`config.mk`:
```
export PLATFORM = sky130hd
export DESIGN_NAME = rv_fetch_top
export DESIGN_NICKNAME = d
export VERILOG_FILES = /design/src/design/rv_fetch_pkg.sv /design/src/design/pc_gen.sv /design/src/design/fetch_bus_master.sv /design/src/design/fetch_stage.sv /design/src/design/rv_fetch_top.sv
export VERILOG_INCLUDE_DIRS = /design/src /design/src/include
export SDC_FILE = /design/constraint.sdc
export NUM_CORES = 1
export LEC_CHECK = 0
export ABC_AREA = 1
export ABC_CLOCK_PERIOD_IN_PS = 4910
export BUFFER_PORTS_ARGS = -buffer_cell sky130_fd_sc_hd__buf_2
export CORE_MARGIN = 2
export CORE_UTILIZATION = 49
export DETAILED_ROUTE_END_ITERATION = 6
export MAX_ROUTING_LAYER = met4
export PLACE_DENSITY = 0.77
export RECOVER_POWER = 100
export SLEW_MARGIN = 10
export SYNTH_ARGS = -nofsm -noshare
export SYNTH_HDL_FRONTEND = slang
export SYNTH_SLANG_ARGS = --single-unit
```
`constraint.sdc`:
```
create_clock -name clk -period 4.91 [get_ports clk]
set_input_delay 0.7365 -clock clk [delete_from_list [all_inputs] [get_ports clk]]
set_output_delay 0.7365 -clock clk [all_outputs]
set_load 0.01 [all_outputs]
```
`src/include/rv_fetch_defines.svh`:
```
`ifndef RV_FETCH_DEFINES_SVH
`define RV_FETCH_DEFINES_SVH

// first fetch address out of reset
`define RESET_PC 32'h8000_0000

// fixed by the instruction set and the bus
`define PC_W 32
`define BUS_DATA_W 64
`define INST_W 32

// sequential pc step
`define INST_BYTES 4

`endif

```
`src/design/rv_fetch_pkg.sv`:
```
`include "rv_fetch_defines.svh"

package rv_fetch_pkg;

  // fetch pc and bus address
  typedef logic [`PC_W-1:0] pc_t;

  // one instruction word
  typedef logic [`INST_W-1:0] inst_t;

  // one read beat, two instruction words
  typedef logic [`BUS_DATA_W-1:0] bus_data_t;

  // bus master read sequence
  typedef enum logic [1:0] {
    FS_IDLE, // ready for the next request
    FS_ADDR, // AR valid, waiting for ready
    FS_DATA  // waiting for the R beat
  } fetch_state_e;

endpackage

```
`src/design/pc_gen.sv`:
```
`timescale 1ns/1ps
`include "rv_fetch_defines.svh"

module pc_gen import rv_fetch_pkg::*; (
  input  logic clk,
  input  logic rst,
  input  logic branch_taken_i,
  input  pc_t  branch_target_i,
  input  logic ecall_i,
  input  logic mret_i,
  input  pc_t  mtvec_i,
  input  pc_t  mepc_i,
  input  logic req_ready_i,
  output logic req_valid_o,
  output pc_t  req_pc_o,
  output logic flush_o
);

  pc_t  pc_q;        // sequential pc of the next request
  logic pend_q;      // redirect seen but not yet issued
  pc_t  pend_pc_q;   // target of that redirect
  logic redirect;
  pc_t  redirect_pc;
  logic req_fire;

  // mret over ecall over branch
  always_comb begin
    redirect = mret_i | ecall_i | branch_taken_i;
    if (mret_i) begin
      redirect_pc = mepc_i;
    end else if (ecall_i) begin
      redirect_pc = mtvec_i;
    end else begin
      redirect_pc = branch_target_i;
    end
  end

  // a live redirect wins, then a held one, then the sequential pc
  always_comb begin
    if (redirect) begin
      req_pc_o = redirect_pc;
    end else if (pend_q) begin
      req_pc_o = pend_pc_q;
    end else begin
      req_pc_o = pc_q;
    end
  end

  assign req_valid_o = ~rst; // always requesting outside reset
  assign req_fire    = req_valid_o & req_ready_i;
  assign flush_o     = redirect; // squash whatever is in flight

  always_ff @(posedge clk) begin
    if (rst) begin
      pc_q   <= `RESET_PC;
      pend_q <= 1'b0;
    end else begin
      if (req_fire) begin
        pc_q   <= req_pc_o + pc_t'(`INST_BYTES);
        pend_q <= 1'b0;
      end else if (redirect) begin
        pend_q <= 1'b1; // master busy so the target is held
      end
    end
  end

  // newest target replaces an older held one
  always_ff @(posedge clk) begin
    if (redirect && !req_fire) begin
      pend_pc_q <= redirect_pc;
    end
  end

endmodule

```
`src/design/fetch_bus_master.sv`:
```
`timescale 1ns/1ps
`include "rv_fetch_defines.svh"

module fetch_bus_master import rv_fetch_pkg::*; (
  input  logic      clk,
  input  logic      rst,
  input  logic      req_valid_i,
  input  pc_t       req_pc_i,
  output logic      req_ready_o,
  input  logic      flush_i,
  input  logic      stage_allowin_i,
  output logic      ar_valid_o,
  input  logic      ar_ready_i,
  output pc_t       ar_addr_o,
  input  logic      r_valid_i,
  output logic      r_ready_o,
  input  bus_data_t r_data_i,
  output logic      rsp_valid_o,
  output bus_data_t rsp_data_o,
  output pc_t       rsp_pc_o
);

  fetch_state_e state_q;
  fetch_state_e state_d;
  pc_t          pc_q;      // pc of the fetch in flight
  logic         discard_q; // outstanding beat belongs to a squashed fetch
  logic         req_fire;
  logic         r_fire;

  assign req_ready_o = (state_q == FS_IDLE);
  assign req_fire    = req_valid_i & req_ready_o;

  // address held in pc_q, so it stays put until ar_ready_i
  assign ar_valid_o = (state_q == FS_ADDR);
  assign ar_addr_o  = {pc_q[`PC_W-1:3], 3'b000};

  // drain squashed beats at once, otherwise wait for room downstream
  assign r_ready_o = (state_q == FS_DATA) & (discard_q | stage_allowin_i);
  assign r_fire    = r_valid_i & r_ready_o;

  assign rsp_valid_o = r_fire & ~discard_q;
  assign rsp_data_o  = r_data_i;
  assign rsp_pc_o    = pc_q; // bit 2 picks the word downstream

  always_comb begin
    state_d = state_q;
    case (state_q)
      FS_IDLE: begin
        if (req_valid_i) begin
          state_d = FS_ADDR;
        end
      end
      FS_ADDR: begin
        if (ar_ready_i) begin
          state_d = FS_DATA;
        end
      end
      FS_DATA: begin
        if (r_fire) begin
          state_d = FS_IDLE;
        end
      end
      default: begin
        state_d = FS_IDLE;
      end
    endcase
  end

  always_ff @(posedge clk) begin
    if (rst) begin
      state_q   <= FS_IDLE;
      discard_q <= 1'b0;
    end else begin
      state_q <= state_d;
      if (r_fire) begin
        discard_q <= 1'b0; // one outstanding read, so this is the beat
      end else if (flush_i && state_q != FS_IDLE) begin
        discard_q <= 1'b1;
      end
    end
  end

  always_ff @(posedge clk) begin
    if (req_fire) begin
      pc_q <= req_pc_i;
    end
  end

endmodule

```
`src/design/fetch_stage.sv`:
```
`timescale 1ns/1ps
`include "rv_fetch_defines.svh"

module fetch_stage import rv_fetch_pkg::*; (
  input  logic      clk,
  input  logic      rst,
  input  logic      rsp_valid_i,
  input  bus_data_t rsp_data_i,
  input  pc_t       rsp_pc_i,
  input  logic      flush_i,
  input  logic      id_allowin_i,
  output logic      stage_allowin_o,
  output logic      inst_valid_o,
  output inst_t     inst_o,
  output pc_t       inst_pc_o
);

  inst_t sel_inst;
  logic  out_valid_q;   // output register toward decode
  inst_t out_inst_q;
  pc_t   out_pc_q;
  logic  hold_valid_q;  // second slot, catches a beat while decode stalls
  inst_t hold_inst_q;
  pc_t   hold_pc_q;
  logic  out_free;

  // upper word for pc bit 2 set
  assign sel_inst = rsp_pc_i[2] ? rsp_data_i[2*`INST_W-1:`INST_W] : rsp_data_i[`INST_W-1:0];

  // wrong-path instruction is never offered in the redirect cycle
  assign inst_valid_o = out_valid_q & ~flush_i;
  assign inst_o       = out_inst_q;
  assign inst_pc_o    = out_pc_q;

  assign stage_allowin_o = ~hold_valid_q;
  assign out_free        = ~out_valid_q | (inst_valid_o & id_allowin_i);

  always_ff @(posedge clk) begin
    if (rst) begin
      out_valid_q  <= 1'b0;
      hold_valid_q <= 1'b0;
    end else if (flush_i) begin
      out_valid_q  <= 1'b0;
      hold_valid_q <= 1'b0;
    end else if (out_free) begin
      // no beat can arrive while the hold slot is full
      out_valid_q  <= hold_valid_q | rsp_valid_i;
      hold_valid_q <= 1'b0;
    end else if (rsp_valid_i) begin
      hold_valid_q <= 1'b1;
    end
  end

  always_ff @(posedge clk) begin
    if (out_free) begin
      if (hold_valid_q) begin
        out_inst_q <= hold_inst_q; // oldest first
        out_pc_q   <= hold_pc_q;
      end else if (rsp_valid_i) begin
        out_inst_q <= sel_inst;
        out_pc_q   <= rsp_pc_i;
      end
    end
  end

  always_ff @(posedge clk) begin
    if (!out_free && rsp_valid_i) begin
      hold_inst_q <= sel_inst;
      hold_pc_q   <= rsp_pc_i;
    end
  end

endmodule

```
`src/design/rv_fetch_top.sv`:
```
`timescale 1ns/1ps

module rv_fetch_top import rv_fetch_pkg::*; (
  input  logic      clk,
  input  logic      rst,

  // AXI read address and data
  output logic      ar_valid_o,
  input  logic      ar_ready_i,
  output pc_t       ar_addr_o,
  input  logic      r_valid_i,
  output logic      r_ready_o,
  input  bus_data_t r_data_i,

  // toward decode
  output logic      inst_valid_o,
  output inst_t     inst_o,
  output pc_t       inst_pc_o,
  input  logic      id_allowin_i,

  // redirects from decode and the csr values
  input  logic      branch_taken_i,
  input  pc_t       branch_target_i,
  input  logic      ecall_i,
  input  logic      mret_i,
  input  pc_t       mtvec_i,
  input  pc_t       mepc_i
);

  logic      req_valid;
  logic      req_ready;
  pc_t       req_pc;
  logic      flush;
  logic      rsp_valid;
  bus_data_t rsp_data;
  pc_t       rsp_pc;
  logic      stage_allowin;

  pc_gen u_pc_gen (
    .clk             (clk),
    .rst             (rst),
    .branch_taken_i  (branch_taken_i),
    .branch_target_i (branch_target_i),
    .ecall_i         (ecall_i),
    .mret_i          (mret_i),
    .mtvec_i         (mtvec_i),
    .mepc_i          (mepc_i),
    .req_ready_i     (req_ready),
    .req_valid_o     (req_valid),
    .req_pc_o        (req_pc),
    .flush_o         (flush)
  );

  fetch_bus_master u_fetch_bus_master (
    .clk             (clk),
    .rst             (rst),
    .req_valid_i     (req_valid),
    .req_pc_i        (req_pc),
    .req_ready_o     (req_ready),
    .flush_i         (flush),
    .stage_allowin_i (stage_allowin),
    .ar_valid_o      (ar_valid_o),
    .ar_ready_i      (ar_ready_i),
    .ar_addr_o       (ar_addr_o),
    .r_valid_i       (r_valid_i),
    .r_ready_o       (r_ready_o),
    .r_data_i        (r_data_i),
    .rsp_valid_o     (rsp_valid),
    .rsp_data_o      (rsp_data),
    .rsp_pc_o        (rsp_pc)
  );

  fetch_stage u_fetch_stage (
    .clk             (clk),
    .rst             (rst),
    .rsp_valid_i     (rsp_valid),
    .rsp_data_i      (rsp_data),
    .rsp_pc_i        (rsp_pc),
    .flush_i         (flush),
    .id_allowin_i    (id_allowin_i),
    .stage_allowin_o (stage_allowin),
    .inst_valid_o    (inst_valid_o),
    .inst_o          (inst_o),
    .inst_pc_o       (inst_pc_o)
  );

endmodule

```
==> summary.md <==
| Metric | Value |
|---|---|
| GR Overflow Total | `0` |
| Final wirelength | `26870 um` |
| Setup-failing EPs final | `0` |
| CTS tree | `yes` |
| Least-Margin Pin Slew | `1.675 ns` |
| Post-CTS Setup Bufs | `0` |
| Synth Register Bits | `230` |
| WP buf/inv | `5` |
| Core area | `22710 um^2` |
| Hold slack | `0.4673 ns` |
| Syn Std Cell Area | `11380 um^2` |
| Reg2Reg Capture Point | `u_fetch_stage.inst_o[30]` |
| Drt via density | `5.056` |
| Achievable Freq | `277.1 MHz` |
| Number of enable flip-flop cells after synthesis | `192` |
| IO Count | `267` |
| Finished Cell Area | `13280 um^2` |
| Hold_sp | `u_fetch_bus_master.rsp_pc_o[1]` |
| Synth Instances | `1251` |
| Top cells by area, synth | `edfxtp_1 (51%), nand2_1 (14%), dfxtp_1 (6.7%)` |
| Initial antenna violation count | `0` |
| Hold Path Depth | `0` |
| Antenna-violating nets left | `0` |
| Worst min path class | `register to register` |
| R2r setup slk | `1.32 ns` |
| Die Height | `156.4 um` |
| Vias in the first global route | `8193` |
| Most frequent cells in the layout | `nand2_1 (450), edfxtp_1 (192), buf_2 (166)` |
| Top Family by Delay on Critical Path | `buffers and inverters` |
| Slowest CP cell | `clkbuf_1` |
| PostCTS Resize Cnt | `0` |
| Slowest stage delay, CP | `0.96 ns` |
| Netlist cell types | `37` |
| Final hold vios | `0` |
| Worst path most repeated cell | `inv_1` |
| Rows | `55` |
| Largest net degree at the start of global routing | `65` |
| Leading cell type in the layout, fill and taps excluded | `nand2_1` |
| DRC | `0` |
| DPL Wire Length | `19530 um` |
| Hold-fix buffers at CTS | `0` |
| R2R depth | `5` |
| Inst Count DP | `1724` |
| Crit. End Element | `register` |
| Die Span X | `156.4 um` |
| Failing checks | `max-capacitance violations, max-slew violations` |
| RSZ-0062 raised after global routing | `no` |
| Worst-path clk slew | `0.06 ns` |
| Max clock buf depth | `3` |
| Share of the yosys chip area belonging to registers | `57.34%` |
| Max FO, Critical Path | `34` |
| Top_reg_cell synth | `edfxtp_1` |
| Die area | `24460 um^2` |
| Insertion delay to the later sink of the worst-skew pair | `0.52 ns` |
| Fin Setup TNS | `0 ns` |
| First-pass GRT wire length | `41760 um` |
| Clock Skew | `0.01437 ns` |
| Area grow syn2layout | `16.64%` |
| YS warnings | `0` |
| PwrDens | `372.6 nW/um^2` |
| All-layer global routing usage | `21.99%` |
| Mapped Avg Cell Area | `9.097 um^2` |
| Critical path type | `input pin to register` |
| Part of the cycle the worst path needs | `73.51%` |
| Maximum vdd drop | `196.0 uV` |
| Power Total | `4.946 mW` |
| Leading area contributor after synthesis | `edfxtp_1` |
| Post-synth top area share | `50.66%` |
| Maxcap violations | `3` |
| Final min period | `3.609 ns` |
| Reg2reg start | `u_fetch_stage.hold_valid_q` |
| Lkg Pwr | `5.616 nW` |
| Slew headroom | `-11.68%` |
| GP Congestion | `0.9403` |
| CTS root buffer | `clkbuf_16` |
| Buffers added on ports | `263` |
| Dpl cell area | `12630 um^2` |
| Crit path launch type | `input pin` |
| Asr flop ratio synth | `0%` |
| Layout Cells excl Fill | `1768` |
| Diodes inserted | `0` |
| Detailed-route via count | `8939` |
| Total clock sinks | `230` |
| Worst EP arrival | `4.01 ns` |
| Drt wl/cell | `15.20 um` |
| H-tree depth | `1` |
| CTS Buf Count | `24` |
| Required time of the critical path | `5.32 ns` |
| Proportion of layout cells with a drive suffix above 1 | `18.88%` |
| DRT Pass-1 Iters | `5` |
| Starting density of the core | `50.12%` |
| Slew Limit Fails | `99` |
| FILL cells | `2025` |
| Final nets | `1634` |
| Status | `complete, but fails checks` |
| Hold Path Sink | `u_fetch_stage.hold_pc_q[1]` |
| Critical Path, Cell by Cell | `clkbuf_1 > nor2_4 > nand2_4 > clkinv_2 > o211ai_1 > nand2_1 > inv_1 > ha_1 > inv_1 > nor2_1 > nand3b_1 > o21ai_1 > nand3_1 > nand2_1 > inv_1` |
| DRT iter0 DRCs | `738` |
-- metrics by stage --
stage | util [%] | setup slack, ns
3_3_place_gp | 55.61 | 1.571
4_1_cts | 59.70 | 1.997
5_1_grt | 58.46 | 0.8216
6_report | 58.46 | 1.301
2_1_floorplan | - | 0.06124
3_5_place_dp | 55.61 | 1.482
-- synthesized netlist by cell type (6+ instances only) --
cell,count
nand3_1,69
buf_6,8
xor2_1,7
nor2_4,6
or2_2,22
and2_1,27
buf_1,6
a31oi_1,33
or2_0,6
nor2_1,84
nand2_2,38
o21ai_0,43
nand3_2,14
clkbuf_1,20
nand2_1,425
a21oi_1,32
nor2_2,16
inv_1,80
edfxtp_1,192
dfxtp_1,38
buf_2,15
buf_4,37
-- logic make-up after synthesis --
| logic type | share of synthesized area, % |
|---|---|
| simple gates | 28.36 |
| flops | 57.34 |
| buf+inv | 7.652 |
| compound gates | 5.728 |
| xor+xnor | 0.7696 |
| fa+ha+maj | 0.1099 |
| other cells | 0.03295 |
-- layer usage --
layer  track usage, %  vias to the layer above  wire length, um
li1                 -                     4493                -
met1            28.89                     3989            12160
met2            35.43                      394            12020
met3            3.351                       63             1979
met4            6.859                        0              705
met5                -                        -                0
-- worst max-delay path by stage --
stage | start | to | slack (ns) | cells past startpoint
global placement | ecall_i | u_pc_gen.pc_q[30] | 1.57 | 17
CTS | u_fetch_bus_master.state_q[0] | u_pc_gen.pend_pc_q[21] | 2.00 | 7
detailed placement | ecall_i | u_pc_gen.pc_q[30] | 1.48 | 17
floorplan | ecall_i | u_fetch_stage.inst_o[0] | 0.06 | 8
finish | ecall_i | u_pc_gen.pc_q[20] | 1.30 | 15
global route | ecall_i | u_pc_gen.pc_q[20] | 0.82 | 15
-- sequential cells by signal, summed over array words and instances, names as in the netlist --
| register | cells |
|---|---|
| u_fetch_stage.hold_pc_q | 32 |
| u_fetch_bus_master.discard_q | 1 |
| u_pc_gen.pend_q | 1 |
| u_fetch_stage.hold_inst_q | 32 |
| u_fetch_stage.hold_valid_q | 1 |
| u_pc_gen.pc_q | 32 |
| u_fetch_stage.inst_pc_o | 32 |
| u_fetch_stage.inst_o | 32 |
| u_fetch_stage.out_valid_q | 1 |
| u_fetch_bus_master.rsp_pc_o | 32 |
| u_pc_gen.pend_pc_q | 32 |
| u_fetch_bus_master.state_q | 2 |
-- power breakdown --
| group | switching, mW | internal (mW) |
|---|---|---|
| clock | 0.740 | 1.35 |
| sequential | 0.0453 | 2.24 |
| combinational | 0.380 | 0.193 |
| total | 1.17 | 3.78 |
-- area by class of cell --
class / count / area [um^2] / share of cell area, %
Tap cell: 285 / 356.6 / 2.686
Sequential cell: 230 / 6526 / 49.16
Timing Repair Buffer: 274 / 1279 / 9.632
Clock inverter: 13 / 250.2 / 1.885
Inverter: 85 / 320.3 / 2.413
Multi-Input combinational cell: 850 / 3865 / 29.11
Clock buffer: 31 / 678.2 / 5.108
-- worst reg2reg max path: cells and delay by family, from the launching register on --
family | cells | cell delay, ns
simple gates | 1 | 0.18
flops | 1 | 0.30
compound gates | 1 | 0.08
buf+inv | 3 | 2.77
Note: power is estimated with default switching activity, not from simulation.
